`src/hdl/wb_bus_macros.svh`:
```
////////////////////////////////////////
// wishbone subsystem address map
// target count, page bytes, sizes and
// the team slot id offset
////////////////////////////////////////
`ifndef WB_BUS_MACROS_SVH
`define WB_BUS_MACROS_SVH

// team slots, at most 16 (one nibble of the slot field)
`define WB_NUM_TEAMS 4
// sram + gpio + team slots
`define WB_NUM_TGT (`WB_NUM_TEAMS + 2)

// target index in the strobe / read data vectors
`define WB_TGT_SRAM 0
`define WB_TGT_GPIO 1
`define WB_TGT_TEAM0 2

// top address byte of each region
`define WB_PAGE_TEAM 8'h30
`define WB_PAGE_GPIO 8'h32
`define WB_PAGE_SRAM 8'h33

// sram word address bits, 64 words
`define WB_SRAM_AW 6
// read-only slot id word
`define WB_TEAM_ID_OFS 16'h0010

`endif

```
`src/hdl/wb_bus_pkg.sv`:
```
////////////////////////////////////////
// wishbone subsystem shared types
// decoded view of one bus address
////////////////////////////////////////
`default_nettype none

package wb_bus_pkg;

    // page / slot / offset split of an address
    typedef struct packed {
        // region select, top byte
        logic [7:0]  page;
        // team slot, low nibble used
        logic [7:0]  slot;
        // byte offset inside the target
        logic [15:0] offset;
    } wb_addr_fields_t;

    // same word seen raw or split into fields
    typedef union packed {
        // forwarded unchanged on the target bus
        logic [31:0]     raw;
        // decode view
        wb_addr_fields_t fields;
    } wb_addr_u;

endpackage

`default_nettype wire

```
`src/hdl/wb_arbiter.sv`:
```
////////////////////////////////////////
// wishbone round-robin arbiter
// two managers share one bus, owner is
// locked from grant until it drops cyc
////////////////////////////////////////
`timescale 1ns/1ps
`default_nettype none

module wb_arbiter (
    input  logic        CLK,
    input  logic        nRST,
    // manager 0
    input  logic        m0_cyc,
    input  logic        m0_stb,
    input  logic        m0_we,
    input  logic [31:0] m0_adr,
    input  logic [31:0] m0_dat_w,
    input  logic [3:0]  m0_sel,
    output logic        m0_ack,
    output logic [31:0] m0_dat_r,
    // manager 1
    input  logic        m1_cyc,
    input  logic        m1_stb,
    input  logic        m1_we,
    input  logic [31:0] m1_adr,
    input  logic [31:0] m1_dat_w,
    input  logic [3:0]  m1_sel,
    output logic        m1_ack,
    output logic [31:0] m1_dat_r,
    // shared bus toward the decoder
    output logic        s_cyc,
    output logic        s_stb,
    output logic        s_we,
    output logic [31:0] s_adr,
    output logic [31:0] s_dat_w,
    output logic [3:0]  s_sel,
    input  logic        s_ack,
    input  logic [31:0] s_dat_r
);

    // owner id, kept after release as the last granted manager
    logic owner_q;
    logic owner_vld;
    logic owner_cyc;
    logic busy;
    // grant for this cycle
    logic gnt;
    logic gnt_vld;

    assign owner_cyc = owner_q ? m1_cyc : m0_cyc;
    // locked while the owner still holds cyc
    assign busy = owner_vld && owner_cyc;

    always_comb begin
        if (busy) begin
            gnt     = owner_q;
            gnt_vld = 1'b1;
        end else if (m0_cyc && m1_cyc) begin
            // tie, the one not granted last wins
            gnt     = ~owner_q;
            gnt_vld = 1'b1;
        end else begin
            gnt     = m1_cyc;
            gnt_vld = m0_cyc || m1_cyc;
        end
    end

    always_ff @(posedge CLK, negedge nRST) begin
        if (!nRST) begin
            owner_vld <= 1'b0;
            // so m0 wins the first tie
            owner_q   <= 1'b1;
        end else begin
            owner_vld <= gnt_vld;
            if (gnt_vld) begin
                owner_q <= gnt;
            end
        end
    end

    ////////////////////////////////////////
    // request mux and response routing
    ////////////////////////////////////////
    assign s_cyc   = gnt_vld;
    assign s_stb   = gnt_vld && (gnt ? m1_stb : m0_stb);
    assign s_we    = gnt ? m1_we : m0_we;
    assign s_adr   = gnt ? m1_adr : m0_adr;
    assign s_dat_w = gnt ? m1_dat_w : m0_dat_w;
    assign s_sel   = gnt ? m1_sel : m0_sel;

    // only the owner sees ack and data
    assign m0_ack   = s_ack && gnt_vld && !gnt;
    assign m1_ack   = s_ack && gnt_vld && gnt;
    assign m0_dat_r = (gnt_vld && !gnt) ? s_dat_r : 32'h0;
    assign m1_dat_r = (gnt_vld && gnt) ? s_dat_r : 32'h0;

endmodule

`default_nettype wire

```
`src/hdl/wb_decoder.sv`:
```
////////////////////////////////////////
// wishbone address decoder
// fixed two-cycle access: decode cycle
// strobes the target and latches data,
// next cycle returns ack
////////////////////////////////////////
`timescale 1ns/1ps
`default_nettype none
`include "wb_bus_macros.svh"

module wb_decoder (
    input  logic                         CLK,
    input  logic                         nRST,
    // from the arbiter
    input  logic                         cyc,
    input  logic                         stb,
    input  logic                         we,
    input  logic [31:0]                  adr,
    input  logic [31:0]                  dat_w,
    input  logic [3:0]                   sel,
    output logic                         ack,
    output logic [31:0]                  dat_r,
    // to the targets, strobe per target, rest broadcast
    output logic [`WB_NUM_TGT-1:0]       tgt_stb,
    output logic                         tgt_we,
    output logic [31:0]                  tgt_adr,
    output logic [31:0]                  tgt_dat_w,
    output logic [3:0]                   tgt_sel,
    input  logic [32*`WB_NUM_TGT-1:0]    tgt_dat_r
);

    import wb_bus_pkg::*;

    localparam int NUM_TGT = `WB_NUM_TGT;
    // idle + one per target + unmapped
    localparam int ST_W = NUM_TGT + 2;
    localparam logic [ST_W-1:0] ST_IDLE = {{(ST_W-1){1'b0}}, 1'b1};

    wb_addr_u             req;
    logic [NUM_TGT-1:0]   hit;
    logic                 accept;
    logic [31:0]          rd_sel;
    logic [ST_W-1:0]      state;
    logic                 ack_q;
    logic [31:0]          dat_q;

    assign req.raw = adr;

    ////////////////////////////////////////
    // address decode
    ////////////////////////////////////////
    always_comb begin
        hit = '0;
        if (req.fields.page == `WB_PAGE_SRAM) begin
            hit[`WB_TGT_SRAM] = 1'b1;
        end
        if (req.fields.page == `WB_PAGE_GPIO) begin
            hit[`WB_TGT_GPIO] = 1'b1;
        end
        // slots past the team count match nothing
        for (int t = 0; t < `WB_NUM_TEAMS; t++) begin
            if (req.fields.page == `WB_PAGE_TEAM && req.fields.slot[3:0] == t[3:0]) begin
                hit[`WB_TGT_TEAM0 + t] = 1'b1;
            end
        end
    end

    // new request only taken in idle
    assign accept = state[0] && cyc && stb;

    // strobe only in the decode cycle
    assign tgt_stb   = accept ? hit : '0;
    assign tgt_we    = we;
    assign tgt_adr   = req.raw;
    assign tgt_dat_w = dat_w;
    assign tgt_sel   = sel;

    // selected target read data, zero if unmapped
    always_comb begin
        rd_sel = '0;
        for (int t = 0; t < NUM_TGT; t++) begin
            if (hit[t]) begin
                rd_sel = rd_sel | tgt_dat_r[32*t +: 32];
            end
        end
    end

    ////////////////////////////////////////
    // state and ack
    ////////////////////////////////////////
    always_ff @(posedge CLK, negedge nRST) begin
        if (!nRST) begin
            state <= ST_IDLE;
            ack_q <= 1'b0;
        end else if (state[0]) begin
            if (accept) begin
                // top bit is the unmapped state
                state <= {~|hit, hit, 1'b0};
                ack_q <= 1'b1;
            end
        end else begin
            // ack cycle, always back to idle
            state <= ST_IDLE;
            ack_q <= 1'b0;
        end
    end

    // read data captured at the decode edge
    always_ff @(posedge CLK) begin
        if (accept) begin
            dat_q <= rd_sel;
        end
    end

    assign ack = ack_q;
    // sram data is only valid one edge after its strobe, pass it live
    assign dat_r = state[1 + `WB_TGT_SRAM] ? tgt_dat_r[32*`WB_TGT_SRAM +: 32] : dat_q;

endmodule

`default_nettype wire

```
`src/hdl/wb_sram.sv`:
```
////////////////////////////////////////
// wishbone sram target
// 64 words, byte writes, registered
// read word on every strobe
////////////////////////////////////////
`timescale 1ns/1ps
`default_nettype none
`include "wb_bus_macros.svh"

module wb_sram (
    input  logic                 CLK,
    input  logic                 stb,
    input  logic                 we,
    input  wb_bus_pkg::wb_addr_u adr,
    input  logic [31:0]          dat_w,
    input  logic [3:0]           sel,
    output logic [31:0]          dat_r
);

    localparam int DEPTH = 1 << `WB_SRAM_AW;

    logic [31:0]             mem [DEPTH];
    logic [`WB_SRAM_AW-1:0]  widx;

    // word index from offset bits 7:2
    assign widx = adr.fields.offset[`WB_SRAM_AW+1:2];

    always_ff @(posedge CLK) begin
        if (stb) begin
            if (we) begin
                // each lane on its own enable
                for (int b = 0; b < 4; b++) begin
                    if (sel[b]) begin
                        mem[widx][8*b +: 8] <= dat_w[8*b +: 8];
                    end
                end
            end
            // old word on a write strobe
            dat_r <= mem[widx];
        end
    end

endmodule

`default_nettype wire

```
`src/hdl/wb_gpio.sv`:
```
////////////////////////////////////////
// wishbone gpio target
// offset 0 output register, offset 4
// synchronized input pins
////////////////////////////////////////
`timescale 1ns/1ps
`default_nettype none

module wb_gpio (
    input  logic                 CLK,
    input  logic                 nRST,
    input  logic                 stb,
    input  logic                 we,
    input  wb_bus_pkg::wb_addr_u adr,
    input  logic [31:0]          dat_w,
    input  logic [3:0]           sel,
    input  logic [31:0]          gpio_in,
    output logic [31:0]          dat_r,
    output logic [31:0]          gpio_out
);

    logic [31:0] out_q;
    // two-stage synchronizer
    logic [31:0] in_meta;
    logic [31:0] in_sync;
    logic        sel_out;
    logic        sel_in;

    // word decode, byte bits ignored
    assign sel_out = adr.fields.offset[15:2] == 14'd0;
    assign sel_in  = adr.fields.offset[15:2] == 14'd1;

    always_ff @(posedge CLK, negedge nRST) begin
        if (!nRST) begin
            out_q <= '0;
        end else if (stb && we && sel_out) begin
            for (int b = 0; b < 4; b++) begin
                if (sel[b]) begin
                    out_q[8*b +: 8] <= dat_w[8*b +: 8];
                end
            end
        end
    end

    always_ff @(posedge CLK, negedge nRST) begin
        if (!nRST) begin
            in_meta <= '0;
            in_sync <= '0;
        end else begin
            in_meta <= gpio_in;
            in_sync <= in_meta;
        end
    end

    // read mux, other offsets read zero
    assign dat_r = sel_out ? out_q :
                   sel_in  ? in_sync : 32'h0;

    assign gpio_out = out_q;

endmodule

`default_nettype wire

```
`src/hdl/wb_team_regs.sv`:
```
////////////////////////////////////////
// wishbone team slot
// four scratch words and a read-only
// id word carrying the slot number
////////////////////////////////////////
`timescale 1ns/1ps
`default_nettype none
`include "wb_bus_macros.svh"

module wb_team_regs #(
    parameter int SLOT = 0
) (
    input  logic                 CLK,
    input  logic                 nRST,
    input  logic                 stb,
    input  logic                 we,
    input  wb_bus_pkg::wb_addr_u adr,
    input  logic [31:0]          dat_w,
    input  logic [3:0]           sel,
    output logic [31:0]          dat_r
);

    localparam logic [15:0] ID_OFS  = `WB_TEAM_ID_OFS;
    localparam logic [31:0] ID_WORD = 32'hC0DE_0000 + 32'(SLOT);

    logic [31:0] scratch [4];
    logic        sel_scr;
    logic        sel_id;
    logic [1:0]  ridx;

    // scratch at 0x0..0xC, id word alone
    assign sel_scr = adr.fields.offset[15:4] == 12'd0;
    assign sel_id  = adr.fields.offset[15:2] == ID_OFS[15:2];
    assign ridx    = adr.fields.offset[3:2];

    always_ff @(posedge CLK, negedge nRST) begin
        if (!nRST) begin
            for (int r = 0; r < 4; r++) begin
                scratch[r] <= '0;
            end
        end else if (stb && we && sel_scr) begin
            for (int b = 0; b < 4; b++) begin
                if (sel[b]) begin
                    scratch[ridx][8*b +: 8] <= dat_w[8*b +: 8];
                end
            end
        end
    end

    // id is constant, writes to it fall through
    assign dat_r = sel_scr ? scratch[ridx] :
                   sel_id  ? ID_WORD : 32'h0;

endmodule

`default_nettype wire

```
`src/hdl/wb_subsystem_top.sv`:
```
////////////////////////////////////////
// wishbone interconnect subsystem
// two managers -> arbiter -> decoder ->
// sram, gpio and the team slots
////////////////////////////////////////
`timescale 1ns/1ps
`default_nettype none
`include "wb_bus_macros.svh"

module wb_subsystem_top (
    input  logic        CLK,
    input  logic        nRST,
    // manager 0
    input  logic        m0_cyc,
    input  logic        m0_stb,
    input  logic        m0_we,
    input  logic [31:0] m0_adr,
    input  logic [31:0] m0_dat_w,
    input  logic [3:0]  m0_sel,
    output logic        m0_ack,
    output logic [31:0] m0_dat_r,
    // manager 1
    input  logic        m1_cyc,
    input  logic        m1_stb,
    input  logic        m1_we,
    input  logic [31:0] m1_adr,
    input  logic [31:0] m1_dat_w,
    input  logic [3:0]  m1_sel,
    output logic        m1_ack,
    output logic [31:0] m1_dat_r,
    // pins
    input  logic [31:0] gpio_in,
    output logic [31:0] gpio_out
);

    // shared bus, arbiter to decoder
    logic        s_cyc;
    logic        s_stb;
    logic        s_we;
    logic [31:0] s_adr;
    logic [31:0] s_dat_w;
    logic [3:0]  s_sel;
    logic        s_ack;
    logic [31:0] s_dat_r;

    // decoder to targets
    logic [`WB_NUM_TGT-1:0]    tgt_stb;
    logic                      tgt_we;
    logic [31:0]               tgt_adr;
    logic [31:0]               tgt_dat_w;
    logic [3:0]                tgt_sel;
    logic [32*`WB_NUM_TGT-1:0] tgt_dat_r;

    wb_arbiter i_arbiter (
        .CLK      (CLK),
        .nRST     (nRST),
        .m0_cyc   (m0_cyc),
        .m0_stb   (m0_stb),
        .m0_we    (m0_we),
        .m0_adr   (m0_adr),
        .m0_dat_w (m0_dat_w),
        .m0_sel   (m0_sel),
        .m0_ack   (m0_ack),
        .m0_dat_r (m0_dat_r),
        .m1_cyc   (m1_cyc),
        .m1_stb   (m1_stb),
        .m1_we    (m1_we),
        .m1_adr   (m1_adr),
        .m1_dat_w (m1_dat_w),
        .m1_sel   (m1_sel),
        .m1_ack   (m1_ack),
        .m1_dat_r (m1_dat_r),
        .s_cyc    (s_cyc),
        .s_stb    (s_stb),
        .s_we     (s_we),
        .s_adr    (s_adr),
        .s_dat_w  (s_dat_w),
        .s_sel    (s_sel),
        .s_ack    (s_ack),
        .s_dat_r  (s_dat_r)
    );

    wb_decoder i_decoder (
        .CLK       (CLK),
        .nRST      (nRST),
        .cyc       (s_cyc),
        .stb       (s_stb),
        .we        (s_we),
        .adr       (s_adr),
        .dat_w     (s_dat_w),
        .sel       (s_sel),
        .ack       (s_ack),
        .dat_r     (s_dat_r),
        .tgt_stb   (tgt_stb),
        .tgt_we    (tgt_we),
        .tgt_adr   (tgt_adr),
        .tgt_dat_w (tgt_dat_w),
        .tgt_sel   (tgt_sel),
        .tgt_dat_r (tgt_dat_r)
    );

    ////////////////////////////////////////
    // targets
    ////////////////////////////////////////
    wb_sram i_sram (
        .CLK   (CLK),
        .stb   (tgt_stb[`WB_TGT_SRAM]),
        .we    (tgt_we),
        .adr   (tgt_adr),
        .dat_w (tgt_dat_w),
        .sel   (tgt_sel),
        .dat_r (tgt_dat_r[32*`WB_TGT_SRAM +: 32])
    );

    wb_gpio i_gpio (
        .CLK      (CLK),
        .nRST     (nRST),
        .stb      (tgt_stb[`WB_TGT_GPIO]),
        .we       (tgt_we),
        .adr      (tgt_adr),
        .dat_w    (tgt_dat_w),
        .sel      (tgt_sel),
        .gpio_in  (gpio_in),
        .dat_r    (tgt_dat_r[32*`WB_TGT_GPIO +: 32]),
        .gpio_out (gpio_out)
    );

    // one slot per team, slot number sets the id word
    for (genvar g = 0; g < `WB_NUM_TEAMS; g++) begin : g_team
        wb_team_regs #(
            .SLOT (g)
        ) i_team_regs (
            .CLK   (CLK),
            .nRST  (nRST),
            .stb   (tgt_stb[`WB_TGT_TEAM0 + g]),
            .we    (tgt_we),
            .adr   (tgt_adr),
            .dat_w (tgt_dat_w),
            .sel   (tgt_sel),
            .dat_r (tgt_dat_r[32*(`WB_TGT_TEAM0 + g) +: 32])
        );
    end

endmodule

`default_nettype wire

```
`config.mk`:
```
export PLATFORM = sky130hd
export DESIGN_NAME = wb_subsystem_top
export DESIGN_NICKNAME = d
export VERILOG_FILES = /design/src/hdl/wb_bus_pkg.sv /design/src/hdl/wb_arbiter.sv /design/src/hdl/wb_decoder.sv /design/src/hdl/wb_sram.sv /design/src/hdl/wb_gpio.sv /design/src/hdl/wb_team_regs.sv /design/src/hdl/wb_subsystem_top.sv
export VERILOG_INCLUDE_DIRS = /design/src /design/src/hdl
export SDC_FILE = /design/constraint.sdc
export NUM_CORES = 2
export LEC_CHECK = 0
export BUFFER_PORTS_ARGS = -buffer_cell sky130_fd_sc_hd__buf_2
export CAP_MARGIN = 20
export CORE_MARGIN = 2
export CORE_UTILIZATION = 55
export DETAILED_ROUTE_END_ITERATION = 12
export PLACE_DENSITY_LB_ADDON = 0.1
export SYNTH_ARGS = -nofsm -noshare
export SYNTH_HDL_FRONTEND = slang
export SYNTH_SLANG_ARGS = --single-unit
export TNS_END_PERCENT = 5
```
`constraint.sdc`:
```
create_clock -name CLK -period 6.2 [get_ports CLK]
set_input_delay 1.24 -clock CLK [delete_from_list [all_inputs] [get_ports CLK]]
set_output_delay 1.24 -clock CLK [all_outputs]
set_load 0.1 [all_outputs]
```
==> flow_summary_export.csv <==
group,metric,value,unit
clocking,cts_tree,"done",
timing,setup_viol,0,
yosys,number_of_flops_mapped_to_enable_cells_by_yosys,2112,
yosys,synth_top_family_by_area,"simple AND/OR/NAND/NOR gates",
hold_path,worstHoldPathType,"input port to asynchronous set/reset pin",
route,wirelength,413000,um
yosys,yosys.cell_types.count,90,
clocking,clock_tree.root_cell,"clkbuf_16",
clocking,cts.reportedPaths.clkPinSlew,60,ps
cells_and_area,final_common_cell,"edfxtp_1",
timing,period_share,90.7,%
die,die-area,221000,um^2
die,fp.dieW,470,um
cells_and_area,fin_nets,10500,
timing,final_max_slew_viols,0,
die,floorplan.die.height,470,um
grt,gr-total-overflow,0,
route,route.detailed.wl_per_inst,30.8,um
timing,tns,0,ps
setup_path,crit_arrival,6420,ps
cells_and_area,final_cell_area,136000,um^2
setup_path,cp_data_required_time,7000,ps
yosys,mappedNetlistArea,120000,um^2
route,drc,0,
yosys,synth-compound-area-share,12.2,%
die,coreArea,217000,um^2
yosys,synthXorXnorAreaFrac,0.0272,%
yosys,seq_area_frac_synth,65.8,%
placed_design,detailed_place.area,127000,um^2
grt,grt_pass1_vias,83400,
pwr,power-per-cell-area,313,nW/um^2
setup_path,crit_path_start,"i_arbiter.owner_q",
route,vias_per_cell,6.63,
clocking,cts_made_buffers,305,
yosys,cell_type_with_the_highest_aggregate_area_in_the_netlist,"edfxtp_1",
route,initialDrtViolationCount,13300,
yosys,netlist_instances,9911,
setup_path,worst_r2r_startpoint,"i_arbiter.owner_q",
cells_and_area,fin_cells,13400,
clocking,postCtsResizedCells,0,
placed_design,place_congestion,0.929,
yosys,synth_warn,0,
yosys,synth-seq-cells,2725,
yosys,yosys_most_used_dff,"edfxtp_1",
placed_design,dp_hpwl,263000,um
yosys,synth_mux_area_share,6.24,%
cells_and_area,layout-drive-gt1-share,14.1,%
yosys,synth_async_sr_flop_share,22.5,%
setup_path,path_class,"register to register",
yosys,yosys-top-cells-area,"edfxtp_1 53%, dfrtp_1 13%, nand2_1 6.3%",
die,num_io_pins,274,
grt,groute.usage.overall,36.7,%
die,initial_core_util,55.2,%
clocking,cts.sinks,2725,
grt,grt_pass1_wl,590000,um
clocking,clk_path_buf_depth,4,
timing,relSlewSlack,17.7,%
grt,largest_net_degree_at_the_start_of_global_routing,165,
timing,final_period_minus_worst_setup_slack,5620,ps
placed_design,port_buffers,261,
clocking,clk_latency,970,ps
grt,antenna_found_initial,40,
status,outcome,"completed",
yosys,synth_largest_type_area_fraction,53.0,%
yosys,synth_fp_nets,10100,
clocking,h-tree-depth,5,
yosys,syn-mean-instance-area,12.1,um^2
setup_path,setup.worst_path.end_class,"register",
die,placement_rows,171,
yosys,synthSimpleGateAreaFrac,12.4,%
cells_and_area,synthToLayoutAreaGrowth,13.7,%
setup_path,crit_path_start_kind,"register",
cells_and_area,layout.cells.most_common_list,"2,112 x edfxtp_1, 2,010 x nand2_1, 690 x mux2i_1",
route,detailed_routing_iteration_count_for_the_pre_antenna_repair_pass,7,
clocking,holdBufCountCts,0,
job,cap_viol_max_count,0,
route,route.vias.total,88900,
pwr,total_leakage_power,50.3,nW
placed_design,numPlacedInstances,12900,
timing,max_freq,0.178,GHz
setup_path,path_max_fanout,42,
route,final_antenna_net_count,0,
timing,unrepaired_setup_endpoints_after_global_routing,"no",
timing,timing.final.hold_violations,0,
timing,worst-slew-pin-transition,1240,ps
clocking,post-cts-setup-buffers,0,
pwr,worst_voltage_drop_across_the_vdd_grid,0.000336,V
timing,setup_clock_skew_after_layout,48.1,ps
yosys,synth_fa_ha_area_share,0,%
cells_and_area,fin_util,62.7,%
==> cell type report <==
| class | count | area (um^2) |
|---|---|---|
| diodes | 22 | 55.1 |
| clock buffers | 427 | 8540 |
| clock inverters | 94 | 676 |
| fillers | 16600 | 80800 |
| inverters | 37 | 139 |
| multi-input cells | 6355 | 37200 |
| flip-flops and latches | 2725 | 78800 |
| well taps | 2854 | 3570 |
| repair buffers | 902 | 6970 |
==> synth_stat cells (27+ instances only) <==
library cell / count
o221ai_1: 30
nand3_1: 524
inv_1: 37
nand3_4: 27
mux2i_1: 719
nand4_1: 49
a21oi_1: 495
clkbuf_1: 284
a22oi_1: 82
a311oi_1: 43
o22ai_1: 262
a32o_1: 27
nor2_1: 523
nand2_1: 2011
dfrtp_1: 611
a211oi_1: 152
o21ai_0: 100
a221o_1: 71
a32oi_1: 57
a221oi_1: 253
buf_2: 321
edfxtp_1: 2112
buf_1: 96
buf_4: 70
o21ai_1: 387
and3_1: 157
a31oi_1: 115
==> state kept, by name, summed over array words and instances, names as in the netlist <==
signal	cells
i_gpio.in_sync	32
i_arbiter.owner_q	1
i_decoder.state	2
i_decoder.ack	1
i_sram.mem	2048
g_team.i_team_regs.scratch	512
i_gpio.gpio_out	32
i_gpio.in_meta	32
i_decoder.dat_q	32
i_arbiter.owner_vld	1
i_sram.dat_r	32
==> power breakdown <==
group	leakage (nW)	switching (mW)	internal (mW)
combinational	18.4	4.08	1.35
clock	4.49	7.15	9.96
sequential	27.4	0.0193	20.0
total	50.3	11.2	31.3
==> cell families (layout without fill, tap and decap cells) <==
family | count (synthesis) | count (layout)
buffers and inverters | 831 | 1460
muxes | 743 | 743
DFF | 2725 | 2725
other | 0 | 22
AOI/OAI and AO/OA | 2203 | 2203
and+or+nand+nor | 3407 | 3407
xor gates and xnor gates | 2 | 2
==> through the flow <==
step / total power, mW / hold WS [ps] / setup WS (ps)
after floorplan: 23.3 / 331 / 1040
after CTS: 42.5 / 266 / 883
final: 42.5 / 285 / 577
after global routing: 43.5 / 307 / 677
after global placement: 25.5 / 334 / 742
after detailed placement: 25.6 / 336 / 666
==> worst paths after layout <==
check                                                          end  slack, ps  depth (start not counted)
min in group CLK                                 i_gpio.in_sync[6]        340                          0
worst max-delay path                              i_sram.dat_r[31]        580                         11
worst min-delay path            g_team[1].i_team_regs.scratch[101]        280                          1
max in group asynchronous                       i_gpio.in_meta[19]       4520                          2
worst min register to register                   i_gpio.in_sync[6]        340                          0
worst max register to register                    i_sram.dat_r[31]        580                         11
==> metal layers <==
metal	up-vias	share of wire [%]	track usage (%)	wire length, um
li1	38100	-	-	-
met1	44000	38	50.4	158000
met2	5718	44	53.5	180000
met3	970	13	10.6	52200
met4	54	5.4	18.3	22300
met5	-	0.12	0	479
==> critical path: stages, from the launching register on <==
cell and delay [ps]:
dfstp_2 590, xor2_2 860, a21oi_1 320, a21oi_4 840
buf_4 750, nand2_1 590, buf_4 390, a311oi_1 330
a2111oi_0 170, buf_4 200, and4_1 230, nand4_1 120
No activity file was read; power rests on OpenSTA's default activity.
